## src/verilog/dotp_pkg.sv

```systemverilog
// Shared sizes, lane and vector types, control struct and slot states
// for the tiled matrix-vector engine
`default_nettype none

package dotp_pkg;

  // Default sizes, overridden through the top level parameters
  localparam int unsigned N         = 4;
  localparam int unsigned M         = 4;
  localparam int unsigned FifoDepth = 4;

  // One signed 8-bit lane
  typedef logic signed [7:0] int8_t;

  // N inputs per vector, M weight rows of N values
  typedef int8_t [N-1:0] inp_t;
  typedef inp_t  [M-1:0] weight_t;

  // Accumulator lane and the per-row vectors built from it
  typedef logic signed [23:0] acc_t;
  typedef acc_t [M-1:0]       acc_vec_t;
  typedef acc_t [M-1:0]       bias_t;

  // Requantized results, one per row
  typedef int8_t [M-1:0] oup_t;

  typedef logic [3:0]        tile_cnt_t;
  typedef logic [7:0]        eps_mult_t;
  typedef logic [4:0]        right_shift_t;
  typedef logic signed [7:0] add_t;

  // Holds 0 to FifoDepth entries
  typedef logic [2:0] fifo_usage_t;

  // Operation settings, stable while the engine is busy
  typedef struct packed {
    tile_cnt_t    tiles;
    eps_mult_t    eps_mult;
    right_shift_t right_shift;
    add_t         add;
  } ctrl_t;

  typedef enum logic {
    Empty,
    Full
  } slot_e;

endpackage

`default_nettype wire

```

## src/verilog/dotp_output_fifo.sv

```systemverilog
// Result FIFO, circular buffer with valid/ready output and free count
`timescale 1ns/100ps
`default_nettype none

module dotp_output_fifo #(
  parameter int unsigned M         = dotp_pkg::M,
  parameter int unsigned FifoDepth = dotp_pkg::FifoDepth
) (
  input  logic                  clk_i,
  input  logic                  rst_ni,
  input  logic                  push_i,
  input  dotp_pkg::oup_t        data_i,
  output logic                  valid_o,
  input  logic                  ready_i,
  output dotp_pkg::oup_t        data_o,
  output dotp_pkg::fifo_usage_t free_o
);
  import dotp_pkg::*;

  localparam int unsigned PtrW = (FifoDepth > 1) ? $clog2(FifoDepth) : 1;

  oup_t            mem_q [FifoDepth];
  logic [PtrW-1:0] wr_ptr_q;
  logic [PtrW-1:0] rd_ptr_q;
  fifo_usage_t     count_q;
  logic            pop;

  if ($bits(oup_t) != M * 8 || FifoDepth >= 2 ** $bits(fifo_usage_t)) begin : gen_size_check
    $error("Result type or FIFO depth does not fit the package types");
  end

  function automatic logic [PtrW-1:0] next_ptr(logic [PtrW-1:0] ptr);
    if (ptr == PtrW'(FifoDepth - 1)) begin
      return '0;
    end
    return ptr + PtrW'(1);
  endfunction

  assign valid_o = (count_q != '0);
  assign pop     = valid_o && ready_i;
  assign data_o  = mem_q[rd_ptr_q];
  assign free_o  = fifo_usage_t'(FifoDepth) - count_q;

  always_ff @(posedge clk_i, negedge rst_ni) begin
    if (!rst_ni) begin
      wr_ptr_q <= '0;
      rd_ptr_q <= '0;
      count_q  <= '0;
    end else begin
      if (push_i) begin
        wr_ptr_q <= next_ptr(wr_ptr_q);
      end
      if (pop) begin
        rd_ptr_q <= next_ptr(rd_ptr_q);
      end
      case ({push_i, pop})
        2'b10:   count_q <= count_q + fifo_usage_t'(1);
        2'b01:   count_q <= count_q - fifo_usage_t'(1);
        default: count_q <= count_q;
      endcase
    end
  end

  always_ff @(posedge clk_i) begin
    if (push_i) begin
      mem_q[wr_ptr_q] <= data_i;
    end
  end

  // Credit in the array keeps pushes away from a full FIFO
  assert property (@(posedge clk_i) disable iff (!rst_ni)
                   push_i |-> count_q < fifo_usage_t'(FifoDepth))
    else $error("Push into a full result FIFO");

endmodule

`default_nettype wire

```

## config.mk

```make
export PLATFORM = sky130hd
export DESIGN_NAME = dotp_output_fifo
export DESIGN_NICKNAME = d
export VERILOG_FILES = /design/src/verilog/dotp_pkg.sv /design/src/verilog/dotp_output_fifo.sv
export SDC_FILE = /design/constraint.sdc
export NUM_CORES = 1
export LEC_CHECK = 0
export BUFFER_PORTS_ARGS = -buffer_cell sky130_fd_sc_hd__buf_2
export CORE_MARGIN = 2
export CORE_UTILIZATION = 53
export CTS_BUF_LIST = sky130_fd_sc_hd__clkbuf_8
export DETAILED_ROUTE_END_ITERATION = 7
export PLACE_DENSITY = 0.82
export SYNTH_ARGS = -nofsm -noshare
export SYNTH_HDL_FRONTEND = slang
export SYNTH_SLANG_ARGS = --single-unit
export TNS_END_PERCENT = 100
```

## constraint.sdc

```tcl
create_clock -name clk_i -period 2.01 [get_ports clk_i]
set_input_delay 0 -clock clk_i [delete_from_list [all_inputs] [get_ports clk_i]]
set_output_delay 0 -clock clk_i [all_outputs]
set_load 0.05 [all_outputs]
```

==> qor.json <==
{
  "yosys": {
    "synth_top_family_by_area": "multiplexers",
    "synth_flop_cell": "sky130_fd_sc_hd__edfxtp_1",
    "synth_top_cells_by_count": "128 x sky130_fd_sc_hd__edfxtp_1, 28 x sky130_fd_sc_hd__mux4_2, 9 x sky130_fd_sc_hd__inv_1",
    "synth_xor_area_frac": 0.00513,
    "synth_cells": 212,
    "synth-edff-count": 128,
    "synth_most_common_cell": "sky130_fd_sc_hd__edfxtp_1",
    "area_fraction_in_compound_gates_after_synthesis": 0.00293,
    "ys_seq_elements": 135,
    "avgSynthCellArea_um2": 24.2,
    "synth-seq-area-share": 0.785,
    "synth.net_count": 257,
    "post_synth_and_or_nand_nor_area_fraction": 0.0103,
    "synthMuxAreaShare": 0.148,
    "share_of_synthesized_cell_area_in_full_adder_half_adder_and_majority_cells": 0.0234,
    "yosys_warnings": 0,
    "synth-async-reset-ratio": 0.0519,
    "netlist_area_um2": 5120,
    "synth_top_cell_by_area": "sky130_fd_sc_hd__edfxtp_1",
    "netlist.area_leader.share": 0.750,
    "yosys.cell_types.count": 21,
    "yosys-top-cells-area": "sky130_fd_sc_hd__edfxtp_1 75%, sky130_fd_sc_hd__mux4_2 12%, sky130_fd_sc_hd__dfrtp_1 3.4%"
  },
  "layout": {
    "sequential_cell_area_um2": 4020,
    "layout.cell_area.non_filler_um2": 6500,
    "drive_above_1_share": 0.454,
    "final_util": 0.697,
    "number_of_diodes": 0,
    "multi_input_area_um2": 1010,
    "fill_cells": 573,
    "finish.net_count": 390,
    "area_delta_synth_final_pct": 26.9
  },
  "cts": {
    "cts.sinks": 135,
    "cts.clk_slew.worst_paths_ps": 70,
    "cts-root-to-sink-buffers": 2,
    "insertion_delay_ps": 410,
    "ctsRootBufferMaster": "sky130_fd_sc_hd__clkbuf_8",
    "h-tree-depth": 4,
    "cts_tree": "built",
    "cts_made_buffers": 17
  },
  "floorplan": {
    "placeableCoreArea_um2": 9330,
    "top_level_ports": 72,
    "floorplan.initialDensity": 0.549,
    "die-area_um2": 10500,
    "floorplan.die.height_um": 102,
    "placement_rows": 35,
    "die-width_um": 102
  },
  "timing": {
    "min_period_over_period": 0.949,
    "fin_worst_hold_slack_ps": 86.3,
    "timing.final.crit_period_ps": 1910,
    "totalNegativeSetupSlack_ps": 0,
    "maxClockFrequency_ghz": 0.524,
    "timing_worst_slew_pin_value_ps": 375,
    "setup-violations-final": 0,
    "max_slew_margin": 0.750,
    "worst_slack_ps": 102,
    "hold_viol_final": 0,
    "slew_viol_final": 0,
    "clock-skew-final_ps": 6.17
  },
  "worst_setup_path": {
    "critical_path.endpoint_type": "flop",
    "worstSetupPathType": "flop to flop",
    "crit_fanout": 2,
    "crit_path_cell_chain": "inv_2, ha_2, ha_4, nor2b_4, ha_4, inv_1, fa_2, xor2_1, nor2_1, xnor2_1",
    "critPathMostFrequentCell": "sky130_fd_sc_hd__ha_4",
    "critPathSlowestCell": "sky130_fd_sc_hd__dfrtp_1",
    "startpoint_type": "flop",
    "critical_path_max_stage_delay_ps": 370,
    "timing.critical_path.required_ps": 2350,
    "arr_time_crit_path_ps": 2240,
    "worst_path_dominant_cell_family": "adder cells",
    "cp_num_buf_inv": 2
  },
  "place": {
    "buffer_ports.inserted": 71,
    "place.gp.congestion": 0.703,
    "detailed_place_hpwl_um": 5310,
    "dpl_cell_area_um2": 5700,
    "dp_slack_ps": -52.9
  },
  "min_path": {
    "tightest_hold_check_type": "input pin to flop"
  },
  "grt": {
    "grt_util_met3": 0.0547,
    "global_route.usage.total": 0.177,
    "first_pass_grt_wire_length_um": 13100,
    "grt_antenna_before_repair": 0,
    "gr-usage-met2": 0.298,
    "pin_count_of_the_biggest_net_entering_global_routing": 29,
    "use_met1": 0.219,
    "grt_pass1_vias": 2648,
    "gr-max-usage-layer": "met2",
    "grt_overflow": 0
  },
  "power": {
    "static-leakage-power_nw": 2.34,
    "power.density_cell_area_nw_per_um2": 1550,
    "worst_vdd_ir_v": 0.00110,
    "clock_power_share": 0.210,
    "share_seq_of_total_power": 0.375,
    "combPwrFrac": 0.416,
    "p_int_mw": 6.14,
    "p_sw_frac": 0.391,
    "power.switching_mw": 3.95
  },
  "detailed_routing": {
    "via_count": 2480,
    "drt_first_iter_violations": 101,
    "route.detailed.drc": 0,
    "avgViaCountPerCell": 5.10,
    "detail_route.first_pass.iterations": 4,
    "ant_nets": 0,
    "wl_per_cell_um": 17.5,
    "postRouteWirelength_um": 8500
  },
  "flow_run": {
    "maxCapViolations": 0
  },
  "status": {
    "status": "finished clean"
  }
}
registers in the layout, indices dropped and copies added (netlist names):
signal and flops:
mem_q 128, count_q 3, rd_ptr_q 2, wr_ptr_q 2
cell families (layout without fill, tap and decap cells):
| logic type | Yosys count | in the layout |
|---|---|---|
| AOI/OAI and AO/OA | 3 | 3 |
| adders and majority gates | 9 | 9 |
| DFF | 135 | 135 |
| and+or+nand+nor | 10 | 10 |
| xor gates and xnor gates | 3 | 3 |
| muxes | 34 | 34 |
| buffers and inverters | 18 | 163 |
tightest hold or removal path, stage by stage:
cell and delay, ps:
sky130_fd_sc_hd__buf_2 80, sky130_fd_sc_hd__nor2b_4 160, sky130_fd_sc_hd__ha_4 160, sky130_fd_sc_hd__xnor2_1 60
placed cells by master, fill, tap and decap left out, drive strengths merged, types with 4 or more instances in the layout:
cell type,instances
dfrtp,7
buf,88
clkinv,7
dlygate4sd3,35
clkbuf,17
ha,8
mux4,32
edfxtp,128
and2,4
inv,11
power by group through the flow:
stage / logic [mW] / clock network (mW) / registers [mW]
2_1_floorplan: 3.35 / 0 / 3.77
3_3_place_gp: 4.01 / 0 / 3.84
3_5_place_dp: 4.05 / 0 / 3.88
4_1_cts: 4.19 / 2.17 / 3.79
5_1_grt: 4.47 / 2.31 / 3.82
6_report: 4.19 / 2.11 / 3.78
timing repair:
action | CTS | global route
hold buffers | 35 | 0
gates resized for setup | 2 | 4
setup buffers | 2 | 3
endpoints found under the setup margin | 19 | 2
pin swaps | 2 | 2
gates cloned | 0 | 0
endpoints found under the hold margin | 137 | 0
layout make-up:
| cell class | count | share of cell area |
|---|---|---|
| inverter | 9 | 0.00520 |
| multi-input combinational | 59 | 0.156 |
| clock inverter | 14 | 0.0237 |
| tap | 129 | 0.0248 |
| timing repair buffer | 123 | 0.136 |
| clock buffer | 17 | 0.0360 |
| sequential | 135 | 0.618 |
routing by layer:
metal  share of wire  wire length, µm
met1            0.43             3620
met5               0                0
met4           0.013              114
met3           0.041              346
met2            0.52             4420
stage by stage:
step	total power, mW	instances
2_1_floorplan	7.12	212
3_3_place_gp	7.85	415
3_5_place_dp	7.93	415
4_1_cts	10.1	483
5_1_grt	10.6	486
6_report	10.1	486
worst paths after layout:
kind	from	cells past startpoint	to	slack [ps]
worst max-delay path	count_q[1]$_DFFE_PN0P_	10	count_q[2]$_DFFE_PN0P_	100
max in group asynchronous	rst_ni	3	rd_ptr_q[0]$_DFFE_PN0P_	1190
worst min register to register	count_q[2]$_DFFE_PN0P_	2	count_q[2]$_DFFE_PN0P_	570
worst min-delay path	ready_i	4	count_q[0]$_DFFE_PN0P_	90
min in group asynchronous	rst_ni	3	rd_ptr_q[1]$_DFFE_PN0P_	550
worst max register to register	count_q[1]$_DFFE_PN0P_	10	count_q[2]$_DFFE_PN0P_	100
(Power assumes the default switching activity.)
