**config.mk**
```make
export PLATFORM = sky130hd
export DESIGN_NAME = dotp_mac_array
export DESIGN_NICKNAME = d
export VERILOG_FILES = /design/src/verilog/dotp_pkg.sv /design/src/verilog/dotp_mac_array.sv
export SDC_FILE = /design/constraint.sdc
export NUM_CORES = 2
export LEC_CHECK = 0
export ABC_AREA = 1
export BUFFER_PORTS_ARGS = -buffer_cell sky130_fd_sc_hd__buf_2
export CAP_MARGIN = 30
export CORE_MARGIN = 1.5
export CORE_UTILIZATION = 55
export CTS_CLUSTER_DIAMETER = 120
export DETAILED_ROUTE_END_ITERATION = 6
export PLACE_DENSITY = 0.73
export SLEW_MARGIN = 20
export SYNTH_ARGS = -nofsm -noshare
export SYNTH_HDL_FRONTEND = slang
export SYNTH_SLANG_ARGS = --single-unit
```
**constraint.sdc**
```tcl
create_clock -name clk_i -period 9.47 [get_ports clk_i]
set_clock_uncertainty 0.05 [all_clocks]
set_input_delay 0.4735 -clock clk_i [delete_from_list [all_inputs] [get_ports clk_i]]
set_output_delay 0.4735 -clock clk_i [all_outputs]
set_load 0.03 [all_outputs]
```
**src/verilog/dotp_pkg.sv**
```systemverilog
// Shared sizes, lane and vector types, control struct and slot states
// for the tiled matrix-vector engine
`default_nettype none

package dotp_pkg;

  // Default sizes, overridden through the top level parameters
  localparam int unsigned N         = 4;
  localparam int unsigned M         = 4;
  localparam int unsigned FifoDepth = 4;

  // One signed 8-bit lane
  typedef logic signed [7:0] int8_t;

  // N inputs per vector, M weight rows of N values
  typedef int8_t [N-1:0] inp_t;
  typedef inp_t  [M-1:0] weight_t;

  // Accumulator lane and the per-row vectors built from it
  typedef logic signed [23:0] acc_t;
  typedef acc_t [M-1:0]       acc_vec_t;
  typedef acc_t [M-1:0]       bias_t;

  // Requantized results, one per row
  typedef int8_t [M-1:0] oup_t;

  typedef logic [3:0]        tile_cnt_t;
  typedef logic [7:0]        eps_mult_t;
  typedef logic [4:0]        right_shift_t;
  typedef logic signed [7:0] add_t;

  // Holds 0 to FifoDepth entries
  typedef logic [2:0] fifo_usage_t;

  // Operation settings, stable while the engine is busy
  typedef struct packed {
    tile_cnt_t    tiles;
    eps_mult_t    eps_mult;
    right_shift_t right_shift;
    add_t         add;
  } ctrl_t;

  typedef enum logic {
    Empty,
    Full
  } slot_e;

endpackage

`default_nettype wire

```
**src/verilog/dotp_mac_array.sv**
```systemverilog
// MAC array with tile counting, product and accumulate stages,
// and output credit for results in flight
`timescale 1ns/100ps
`default_nettype none

module dotp_mac_array #(
  parameter int unsigned N         = dotp_pkg::N,
  parameter int unsigned M         = dotp_pkg::M,
  parameter int unsigned FifoDepth = dotp_pkg::FifoDepth
) (
  input  logic                  clk_i,
  input  logic                  rst_ni,
  input  dotp_pkg::tile_cnt_t   ctrl_tiles_i,
  input  logic                  smp_valid_i,
  output logic                  smp_ready_o,
  input  dotp_pkg::inp_t        smp_inp_i,
  input  dotp_pkg::bias_t       smp_bias_i,
  output logic                  first_tile_o,
  input  logic                  wgt_valid_i,
  output logic                  wgt_ready_o,
  input  dotp_pkg::weight_t     wgt_data_i,
  input  dotp_pkg::fifo_usage_t fifo_free_i,
  input  logic                  push_i,
  output logic                  acc_valid_o,
  output dotp_pkg::acc_vec_t    acc_o,
  output logic                  busy_o
);
  import dotp_pkg::*;

  tile_cnt_t   tile_cnt_q;
  fifo_usage_t inflight_q;
  logic        last_tile;
  logic        fire;

  logic signed [15:0] prod_q [M][N];
  bias_t              bias_q;
  logic               s1_valid_q;
  logic               s1_first_q;
  logic               s1_last_q;

  acc_t     row_sum [M];
  acc_vec_t acc_q;
  logic     acc_valid_q;

  assign first_tile_o = (tile_cnt_q == '0);
  assign last_tile    = (tile_cnt_q == ctrl_tiles_i - tile_cnt_t'(1));

  // Last tile waits for a free FIFO slot not yet claimed
  assign fire        = smp_valid_i && wgt_valid_i && (!last_tile || fifo_free_i > inflight_q);
  assign smp_ready_o = fire;
  assign wgt_ready_o = fire;

  always_ff @(posedge clk_i, negedge rst_ni) begin
    if (!rst_ni) begin
      tile_cnt_q <= '0;
      inflight_q <= '0;
    end else begin
      if (fire) begin
        tile_cnt_q <= last_tile ? '0 : tile_cnt_q + tile_cnt_t'(1);
      end
      case ({fire && last_tile, push_i})
        2'b10:   inflight_q <= inflight_q + fifo_usage_t'(1);
        2'b01:   inflight_q <= inflight_q - fifo_usage_t'(1);
        default: inflight_q <= inflight_q;
      endcase
    end
  end

  // Flags travel alongside both pipeline stages
  always_ff @(posedge clk_i, negedge rst_ni) begin
    if (!rst_ni) begin
      s1_valid_q  <= 1'b0;
      s1_first_q  <= 1'b0;
      s1_last_q   <= 1'b0;
      acc_valid_q <= 1'b0;
    end else begin
      s1_valid_q  <= fire;
      s1_first_q  <= first_tile_o;
      s1_last_q   <= last_tile;
      acc_valid_q <= s1_valid_q && s1_last_q;
    end
  end

  // Stage 1, signed products
  always_ff @(posedge clk_i) begin
    if (fire) begin
      for (int m = 0; m < M; m++) begin
        for (int n = 0; n < N; n++) begin
          prod_q[m][n] <= smp_inp_i[n] * wgt_data_i[m][n];
        end
      end
      if (first_tile_o) begin
        bias_q <= smp_bias_i;
      end
    end
  end

  always_comb begin
    for (int m = 0; m < M; m++) begin
      row_sum[m] = '0;
      for (int n = 0; n < N; n++) begin
        row_sum[m] = row_sum[m] + acc_t'(prod_q[m][n]);
      end
    end
  end

  // Stage 2, bias is loaded with the first tile
  always_ff @(posedge clk_i) begin
    if (s1_valid_q) begin
      for (int m = 0; m < M; m++) begin
        acc_q[m] <= s1_first_q ? bias_q[m] + row_sum[m] : acc_q[m] + row_sum[m];
      end
    end
  end

  assign acc_valid_o = acc_valid_q;
  assign acc_o       = acc_q;
  assign busy_o      = (tile_cnt_q != '0) || (inflight_q != '0) ||
                       (fifo_free_i < fifo_usage_t'(FifoDepth));

  // Claimed credit never exceeds the free FIFO slots
  assert property (@(posedge clk_i) disable iff (!rst_ni) inflight_q <= fifo_free_i)
    else $error("Output credit overcommitted");

endmodule

`default_nettype wire

```
==> flow_summary.ini <==
[outcome]
run_status = completed

[routing]
detailroute.via_count = 48700
avgViaCountPerCell = 5.13
drt_first_pass_iters = 6
drc = 0
drt.antenna.violating_nets = 0
routed_wl_um = 174000
first_iter_violations = 3620
wire_per_inst_um = 18.3

[sta]
rsz0062_at_grt = no
finalHoldViolations = 0
worst_slew_pin_slew_ps = 1020
finalSetupViolCount = 0
finalCritPeriodShare_pct = 56.9
maxSlewHeadroom_pct = 31.7
timing_max_transition_violations_final = 0
finalSetupTns_ps = 0
fmaxAchievable_mhz = 186
fin_hold_ws_ps = 92.0
finalWorstPathRequiredPeriod_ps = 5390

[run]
maxCapViolations = 0

[global_routing]
globalRouteTotalUtil_pct = 28.9
grt_pass1_wl_um = 273000
grt_start_max_net_pins = 110
grt_pass1_vias = 50900
global_route.overflow_total = 0
initial_antenna_violation_count = 25

[synth]
postSynthNetCount = 9437
yosysSeqAreaShare_pct = 20.6
synth_area_leaders = fa_1 (31%), edfxtp_1 (20%), inv_1 (13%), ha_1 (12%), nand2_1 (8.1%)
synth_largest_area_cell = fa_1
postSynthAreaPerCell_um2 = 8.85
synth-edff-count = 448
yosys_register_bits = 459
synth_warnings = 0
synth_flop_cell = edfxtp_1
netlist.area_leader.share_pct = 30.6
synth.lib_cells_used.distinct = 48
postSynthCellCount = 7517
postSynth.asyncResetShare_pct = 2.40
synth.cell_area_um2 = 66500

[worst_setup_path]
worstPathArrival_ps = 5770
r2r_start = prod_q[1][1]$_DFFE_PP_
timing.critical_path.required_ps = 9860
critical_path.max_fanout = 6
critical_path.max_stage_delay_ps = 570
worst-setup-path-type = reg -> reg
timing.critical_path.max_delay_family = adder cells
end_kind = flop
worstSetupStartpointType = flop
crit_path_start = prod_q[1][1]$_DFFE_PP_
path_buf_inv = 3
critical_path.cell_chain = inv_1, fa_1, fa_1, inv_1, ha_1, inv_1, fa_1, o21ai_1, a21oi_1, nor2_1, o21ai_1, o21ai_0, a31oi_1, xor2_1, ha_1, nand2_1, nor2_1, nand4_1, o211ai_1, nand3_1, nand2_2, nand3b_4, nand3_1, nand2_1
crit_path_top_delay_cell = fa_1

[cts]
cts.reportedPaths.clkPinSlew_ps = 60
clk_path_buf_depth = 3
number_of_buffers_created_by_cts = 57
cts-root-buf = clkbuf_16
clock_tree.htree_level_count = 2
clock_sinks = 459
cts_tree = done
worstSkewPairLatency_ps = 670

[final_layout]
fill_cells = 10100
post-route-util_pct = 60.4
final_net_count = 9734
layout_cells_sized_above_1_pct = 7.58
area_delta_synth_final_pct = 8.83

[floorplanning]
die_w_um = 351
design.portCount = 369
num_rows = 127
initial_core_util_pct = 55.5
die_area_um2 = 123000
area_of_the_placeable_core_um2 = 120000
die_h_um = 351

[place]
dpl.hpwl_um = 145000
port-buffer-count = 368
gp_congestion = 0.969

[min_path]
hold_start = smp_bias_i[35]
timing.hold.worst.class = in -> reg
routing by layer:
layer	track usage [%]	vias up	wire length, µm
met5	0	-	42
met4	14.2	6	9400
met3	4.44	372	13400
met2	47.2	1793	80500
met1	37.6	23700	70300
li1	-	22800	-
cells in the mapped netlist (2+ instances only):
master and instances:
o21ai_2 2, and2_1 16, inv_1 2299, nand3_1 97
nand2_2 20, nor2_1 140, dfrtp_1 11, clkbuf_1 128
a211oi_1 7, buf_1 18, nand3b_1 5, a21o_1 11
a21oi_1 325, o31ai_1 8, a21boi_0 5, ha_1 635
o21bai_1 10, xor2_1 217, fa_1 1017, o21ai_0 164
or2_2 2, nor3_1 24, clkbuf_2 69, nand3_2 6
buf_2 17, o221ai_1 5, o2111ai_1 2, o211ai_1 10
o21a_1 7, a31oi_1 18, a21boi_1 5, nand2_1 1440
o21ai_1 13, mux2_2 78, nor2_2 3, mux2i_1 4
edfxtp_1 448, xnor2_1 205, nand4_1 17
final cells by class:
class                      instances  area, µm²  area share [%]
antenna                           18       45.0          0.0622
clock buffer                      60       1460            2.01
clock inverter                    48        464           0.641
inverter                        2300       8640            11.9
multi-input combinational       4525      43200            59.7
sequential                       459      13700            19.0
tap                             1612       2020            2.79
timing repair buffer             471       2850            3.94
metrics by stage:
step / cells / cell area [µm²] / worst slack, ps
2_1_floorplan: 7517 / 66500 / 1120
3_3_place_gp: 9272 / 69500 / 4040
3_5_place_dp: 9272 / 69500 / 3950
4_1_cts: 9475 / 72400 / 4140
5_1_grt: 9488 / 72400 / 3710
6_report: 9493 / 72400 / 4080
placed cells by master (no fill, tap or decap), types with 7 or more instances in the layout:
master / instances
buf_4: 8
edfxtp_1: 448
nand2_1: 1440
and2_1: 16
clkinv_2: 10
a31oi_1: 18
nor3_1: 24
clkbuf_16: 58
o21bai_1: 10
clkinv_4: 7
a21oi_1: 325
buf_2: 368
o21ai_0: 164
a21o_1: 11
inv_1: 2298
o31ai_1: 8
a211oi_1: 7
xor2_1: 217
dlygate4sd3_1: 95
o21a_1: 7
xnor2_1: 205
dfrtp_1: 9
ha_1: 635
nor2_1: 139
clkinv_1: 9
o21ai_1: 13
fa_1: 1017
diode_2: 18
mux2_2: 78
nand4_1: 17
nand3_1: 97
o211ai_1: 10
clkinvlp_4: 10
nand2_2: 20
sequential cells by signal (all words and copies together), names as in the netlist:
| signal | flops |
|---|---|
| bias_q | 96 |
| prod_q | 256 |
| s1_first_q | 1 |
| s1_valid_q | 1 |
| inflight_q | 3 |
| s1_last_q | 1 |
| tile_cnt_q | 4 |
| acc_valid_o | 1 |
| acc_o | 96 |
logic make-up after synthesis:
kind of cell    after synthesis  share of synthesized area, %
mux                          82                          1.38
compound gates              593                          4.79
fa+ha+maj                  1652                          42.5
buf+inv                    2533                          14.5
xor+xnor                    422                          5.56
simple gates               1776                          10.6
flops                       459                          20.6
path summary, 6_finish.rpt:
check                      cells past startpoint                        end  slack (ps)
max                                           24        acc_o[46]$_DFFE_PP_        4080
min                                            1       bias_q[35]$_DFFE_PP_          90
max reg2reg                                   24        acc_o[46]$_DFFE_PP_        4080
min reg2reg                                    2      acc_valid_o$_DFF_PN0_         420
max in group asynchronous                      2       s1_valid_q$_DFF_PN0_        8960
min in group asynchronous                      2  inflight_q[2]$_DFFE_PN0P_         160
timing repair:
| item | in CTS | in global routing |
|---|---|---|
| endpoints found under the hold margin | 105 | 0 |
| resized for setup | 0 | 0 |
| setup buffers | 0 | 0 |
| hold buffers | 95 | 0 |
Power is not shown: default switching activity piles up to over one toggle a cycle in this logic, so the estimate is an artifact.
