===== src/verilog/dotp_pkg.sv =====
// Shared sizes, lane and vector types, control struct and slot states
// for the tiled matrix-vector engine
`default_nettype none

package dotp_pkg;

  // Default sizes, overridden through the top level parameters
  localparam int unsigned N         = 4;
  localparam int unsigned M         = 4;
  localparam int unsigned FifoDepth = 4;

  // One signed 8-bit lane
  typedef logic signed [7:0] int8_t;

  // N inputs per vector, M weight rows of N values
  typedef int8_t [N-1:0] inp_t;
  typedef inp_t  [M-1:0] weight_t;

  // Accumulator lane and the per-row vectors built from it
  typedef logic signed [23:0] acc_t;
  typedef acc_t [M-1:0]       acc_vec_t;
  typedef acc_t [M-1:0]       bias_t;

  // Requantized results, one per row
  typedef int8_t [M-1:0] oup_t;

  typedef logic [3:0]        tile_cnt_t;
  typedef logic [7:0]        eps_mult_t;
  typedef logic [4:0]        right_shift_t;
  typedef logic signed [7:0] add_t;

  // Holds 0 to FifoDepth entries
  typedef logic [2:0] fifo_usage_t;

  // Operation settings, stable while the engine is busy
  typedef struct packed {
    tile_cnt_t    tiles;
    eps_mult_t    eps_mult;
    right_shift_t right_shift;
    add_t         add;
  } ctrl_t;

  typedef enum logic {
    Empty,
    Full
  } slot_e;

endpackage

`default_nettype wire


===== src/verilog/dotp_requantizer.sv =====
// Requantizer with multiply, arithmetic shift, offset and
// saturation to signed 8 bits, one register stage
`timescale 1ns/100ps
`default_nettype none

module dotp_requantizer #(
  parameter int unsigned M = dotp_pkg::M
) (
  input  logic                   clk_i,
  input  logic                   rst_ni,
  input  dotp_pkg::eps_mult_t    eps_mult_i,
  input  dotp_pkg::right_shift_t right_shift_i,
  input  dotp_pkg::add_t         add_i,
  input  logic                   acc_valid_i,
  input  dotp_pkg::acc_vec_t     acc_i,
  output logic                   rq_valid_o,
  output dotp_pkg::oup_t         rq_data_o
);
  import dotp_pkg::*;

  logic signed [32:0] scaled [M];
  logic signed [33:0] offset [M];
  oup_t               rq_d;
  oup_t               rq_q;
  logic               rq_valid_q;

  always_comb begin
    for (int m = 0; m < M; m++) begin
      scaled[m] = acc_i[m] * $signed({1'b0, eps_mult_i});
      // Arithmetic shift rounds toward minus infinity
      offset[m] = (scaled[m] >>> right_shift_i) + add_i;
      if (offset[m] > 34'sd127) begin
        rq_d[m] = 8'sd127;
      end else if (offset[m] < -34'sd128) begin
        rq_d[m] = -8'sd128;
      end else begin
        rq_d[m] = offset[m][7:0];
      end
    end
  end

  always_ff @(posedge clk_i, negedge rst_ni) begin
    if (!rst_ni) begin
      rq_valid_q <= 1'b0;
    end else begin
      rq_valid_q <= acc_valid_i;
    end
  end

  always_ff @(posedge clk_i) begin
    if (acc_valid_i) begin
      rq_q <= rq_d;
    end
  end

  assign rq_valid_o = rq_valid_q;
  assign rq_data_o  = rq_q;

endmodule

`default_nettype wire


===== config.mk =====
export PLATFORM = sky130hd
export DESIGN_NAME = dotp_requantizer
export DESIGN_NICKNAME = d
export VERILOG_FILES = /design/src/verilog/dotp_pkg.sv /design/src/verilog/dotp_requantizer.sv
export SDC_FILE = /design/constraint.sdc
export NUM_CORES = 2
export LEC_CHECK = 0
export ABC_AREA = 1
export ABC_CLOCK_PERIOD_IN_PS = 800
export BUFFER_PORTS_ARGS = -buffer_cell sky130_fd_sc_hd__buf_2
export CAP_MARGIN = 30
export CORE_AREA = 3 3 376 192
export CTS_CLUSTER_SIZE = 28
export DETAILED_ROUTE_END_ITERATION = 6
export DIE_AREA = 0 0 379 195
export PLACE_DENSITY = 0.88
export SETUP_SLACK_MARGIN = 0.15
export SYNTH_ARGS = -nofsm -noshare
export SYNTH_HDL_FRONTEND = slang
export SYNTH_SLANG_ARGS = --single-unit

===== constraint.sdc =====
create_clock -name clk_i -period 0.8 [get_ports clk_i]
set_input_delay 0.2 -clock clk_i [delete_from_list [all_inputs] [get_ports clk_i]]
set_output_delay 0.2 -clock clk_i [all_outputs]
set_load 0.05 [all_outputs]

==> results of run 1 <==
## per-layer routing
metal | GRT overflow | GRT usage [%]
met4 | 418 | 84.50
met2 | 989 | 99.04
met3 | 38 | 70.60
met5 | 6 | 47.56
met1 | 34 | 82.73
## stage by stage
step / hold WS (ns) / setup slack (ns) / util (%) / setup TNS, ns / cell area (µm²)
CTS: 0.2123 / -5.951 / 92.66 / -198.14 / 63860
global placement: -0.02508 / -6.557 / 85.30 / -208.47 / 58780
detailed placement: -0.02075 / -6.866 / 85.30 / -216.79 / 58780
floorplan: -0.09559 / -5.593 / - / -176.21 / 49500
## synth_stat cells, types with 27 or more instances
cell type	number	share of area, %
nor2_2	36	0.47
clkbuf_1	119	0.92
nand2_1	2942	23
nand3_1	957	9.9
fa_1	604	25
ha_1	396	10
xnor2_1	27	0.49
o21ai_1	41	0.42
nor2_1	391	3.0
nand3b_1	42	0.65
nand2_2	44	0.57
edfxtp_1	32	2.0
a21oi_1	263	2.7
inv_1	1559	12
o21ai_0	135	1.4
buf_2	33	0.34
xor2_1	53	0.96
nor3_1	37	0.38
clkbuf_2	91	0.94
nand4_1	96	1.2
buf_1	67	0.52
## cell families after synthesis
logic type	after synthesis	synth area share, %
and+or+nand+nor	4618	40.33
buffers and inverters	1902	15.13
adders and majority gates	1000	35.26
AOI/OAI and AO/OA	512	5.686
xor gates and xnor gates	80	1.449
DFF	33	2.039
muxes	5	0.1035
## what timing repair did
item | 4_1_cts
hold buffers | 1
endpoints found under the setup margin | 65
hold endpoints to repair | 1
pin swaps | 288
gates resized for setup | 789
buffers inserted | 80
cloned | 25
==> metrics.csv, run 1 <==
stage,metric,value,unit
die,Ports,153,
synthesis,number of synthesized register bits,33,
cts,CTS HTree Levels,2,
placed_design,I/O Buffers,152,
grt,number of global-route vias before repair,80232,
placed_design,Placed Cells,10013,
grt,total grt overflow,1485,
synthesis,Post-synth EDFFs,32,
synthesis,Synth async-reset ratio,3.030,%
grt,first-pass GRT wire length,482.7,mm
placed_design,GPL Wtd Cong,1.035,
synthesis,yosys warns,0,
synthesis,Netlist cell types,53,
synthesis,mapped cell area,48350,µm²
synthesis,Most used DFF post-synth,edfxtp_1,
die,initial core utilization,70.16,%
placed_design,HPWL Detailed,148.2,mm
synthesis,sequential area share after synthesis,2.039,%
outcome,Tool Error,[ERROR GRT-0116] Global routing finished with congestion. Check the congestion regions in the DRC Viewer.,
synthesis,Syn Inst Count,8150,
cts,clock root buffer,clkbuf_16,
die,Die W,379,µm
cts,total CTS buffers,5,
die,Die Ht,195,µm
outcome,status,aborted with a tool error,
synthesis,Mapped Nets,9270,
cts,# clock sinks,33,
cts,Max clock buf depth,2,
grt,total global-route track usage,83.92,%
die,row count,68,
outcome,Failed at,global routing (5_1_grt),
grt,largest net degree at the start of global routing,63,
synthesis,Mapped Avg Cell Area,5.932,µm²
==> inputs of run 2 (changes only) <==
--- a/config.mk
+++ b/config.mk
@@ -9,12 +9,10 @@
 export ABC_CLOCK_PERIOD_IN_PS = 800
 export BUFFER_PORTS_ARGS = -buffer_cell sky130_fd_sc_hd__buf_2
 export CAP_MARGIN = 30
-export CORE_AREA = 3 3 376 192
-export CTS_CLUSTER_SIZE = 28
+export CORE_AREA = 3 3 352 354
 export DETAILED_ROUTE_END_ITERATION = 6
-export DIE_AREA = 0 0 379 195
-export PLACE_DENSITY = 0.88
-export SETUP_SLACK_MARGIN = 0.15
+export DIE_AREA = 0 0 355 357
+export PLACE_DENSITY_LB_ADDON = 0.15
 export SYNTH_ARGS = -nofsm -noshare
 export SYNTH_HDL_FRONTEND = slang
 export SYNTH_SLANG_ARGS = --single-unit
==> metrics.csv, run 2 <==
stage,metric,value,unit
finish,Final Non-Filler Cells,11018,
worst_setup_path,"Req. time, crit path",0.87,ns
synthesis,sequential area share after synthesis,2.039,%
finish,max reg flops,32,
worst_setup_path,family with the most delay on the worst path,adder cells,
die,Die Ht,357,µm
worst_setup_path,crit path max-delay cell type,fa_1,
sta,Worst-Margin Slew,0.5523,ns
die,row count,128,
routing,final WL,181.2,mm
finish,Final #Nets,10512,
die,Ports,153,
routing,routed vias,55410,
routing,Initial DRT Pass Iterations,6,
placed_design,DP Worst Slack,-6.971,ns
synthesis,Netlist cell types,53,
synthesis,Most used DFF post-synth,edfxtp_1,
synthesis,yosys warns,0,
sta,final setup vio count,65,
finish,"commonest cells after routing, fill and taps aside","2,535 x nand2_1, 1,469 x inv_1, 1,281 x buf_4",
die,core area,121400,µm²
routing,DR iter-0 viols,3268,
synthesis,Syn Inst Count,8150,
sta,setup TNS,-202.37,ns
synthesis,mapped cell area,48350,µm²
synthesis,main area contributors after synthesis,"fa_1 25%, nand2_1 23%, inv_1 12%",
sta,fmax,0.1442,GHz
outcome,failing checks,setup timing,
cts,Clock transition at path regs,0.07,ns
synthesis,top cell type's share of synthesized area,25.01,%
finish,post-layout util,57.64,%
cts,CTS HTree Levels,2,
routing,DR WL/cell,16.44,µm
hold_path,Hold/Removal Path Class,in2async,
synthesis,"area leader, netlist",fa_1,
die,initial core utilization,39.83,%
outcome,status,"finished, violations left",
cts,clock root buffer,clkbuf_16,
synthesis,top-count cell post-synth,nand2_1,
synthesis,simple-gate share of the synthesized area,40.33,%
finish,Fillers,11904,
synthesis,Mapped Nets,9270,
synthesis,main combinational cell family by area after synthesis,simple AND/OR/NAND/NOR gates,
worst_setup_path,max incr delay on CP,0.52,ns
synthesis,top post-synthesis cells by count,"2,942 x nand2_1, 1,559 x inv_1, 957 x nand3_1",
finish,Antenna diodes,0,
grt,total grt overflow,0,
placed_design,I/O Buffers,152,
routing,post-route ant nets,0,
sta,min cycle time layout,6.935,ns
synthesis,number of synthesized register bits,33,
cts,Max clock buf depth,2,
grt,largest net degree at the start of global routing,62,
grt,number of global-route vias before repair,55528,
worst_setup_path,WP buf/inv,13,
finish,layout overhead on the synthesized area,44.72,%
synthesis,Mapped Avg Cell Area,5.932,µm²
worst_setup_path,WS Path Type,in2reg,
grt,initial antenna violation count,5,
synthesis,Post-synth EDFFs,32,
die,die area,126700,µm²
worst_setup_path,Worst EP arrival,7.00,ns
sta,final worst slack,-6.135,ns
worst_setup_path,crit path max fanout,8,
sta,RSZ-0062 raised after global routing,true,
die,Die W,355,µm
sta,Final Hold Fails,0,
cts,total CTS buffers,5,
placed_design,HPWL Detailed,145.8,mm
grt,first-pass GRT wire length,285.2,mm
worst_setup_path,critical path depth,50,
cts,# clock sinks,33,
grt,total global-route track usage,27.50,%
synthesis,Adder-Cell Fraction of Synth Area,35.26,%
synthesis,Compound-Gate Fraction of Synth Area,5.686,%
synthesis,xor and xnor area share after synthesis,1.449,%
routing,Avg Vias per Cell,5.029,
synthesis,Synth async-reset ratio,3.030,%
routing,DRC viols,0,
sta,"Slew Viols, Final",0,
sta,"Period Utilization, post-route",866.9,%
sta,Relative slew margins,63.18,%
synthesis,post-synthesis mux area share,0.1035,%
placed_design,GPL Wtd Cong,0.9611,
finish,"commonest non-fill, non-tap cell in the layout",nand2_1,
finish,layout cells sized above 1,33.35,%
run,Maximum Capacitance Violations,0,
worst_setup_path,CP endpoint kind,register,
worst_setup_path,CP startpoint kind,primary input,
placed_design,Placed Cells,10845,
cts,CTS tree,built,
worst_setup_path,most numerous cell on the critical path,nand2_1,
[run 2: cell counts after synthesis]
Identical to the previous run, type by type.
[run 2: worst max-delay path by stage]
stage                        from  slack, ns                          end
CTS                 eps_mult_i[5]      -6.02  rq_data_o[19]$_SDFFCE_PN1P_
finish              eps_mult_i[5]      -6.14  rq_data_o[13]$_SDFFCE_PN1P_
global route        eps_mult_i[5]      -6.50   rq_data_o[9]$_SDFFCE_PN1P_
detailed placement  eps_mult_i[0]      -6.97   rq_data_o[4]$_SDFFCE_PN1P_
floorplan           eps_mult_i[0]      -5.59   rq_data_o[0]$_SDFFCE_PN1P_
global placement    eps_mult_i[0]      -6.91   rq_data_o[4]$_SDFFCE_PN1P_
[run 2: area by class of cell]
type | instances | area (µm²) | area share (%)
multi-input combinational | 6215 | 47610 | 68.05
timing repair buffer | 1550 | 13180 | 18.83
inverter | 1586 | 5981 | 8.548
tap | 1625 | 2033 | 2.906
sequential | 33 | 985.9 | 1.409
clock buffer | 5 | 125.1 | 0.1788
clock inverter | 3 | 46.29 | 0.06616
timing repair inverter | 1 | 7.507 | 0.01073
[run 2: kinds of logic (layout without fill, tap and decap cells)]
family          Yosys count  count (layout)
mux                       5               5
buf+inv                1902            3145
simple gates           4618            4618
fa+ha+maj              1000            1000
flops                    33              33
xor+xnor                 80              80
compound gates          512             512
[run 2: stage by stage]
step                area [µm²]  hold WS (ns)
floorplan                49500      -0.09559
global placement         60570      -0.02489
detailed placement       60570      -0.02334
CTS                      64340        0.1741
global route             69970        0.1918
finish                   69970        0.1804
[run 2: routing by layer]
layer | up-vias | share of wire, % | track usage (%)
li1 | 27468 | - | -
met1 | 26427 | 44 | 35.68
met2 | 1243 | 49 | 49.34
met3 | 270 | 4.0 | 1.698
met4 | 2 | 3.3 | 7.621
met5 | - | 0.0072 | 0
[run 2: what timing repair did]
action	in CTS	in global routing
endpoints found under the setup margin	65	65
hold buffers	1	0
buffers inserted	48	89
endpoints found under the hold margin	1	0
pin swaps	141	470
resized for setup	583	1167
gates cloned	17	12
Power of run 2 is not shown: default switching activity piles up to over one toggle a cycle in this logic, so the estimate is an artifact.
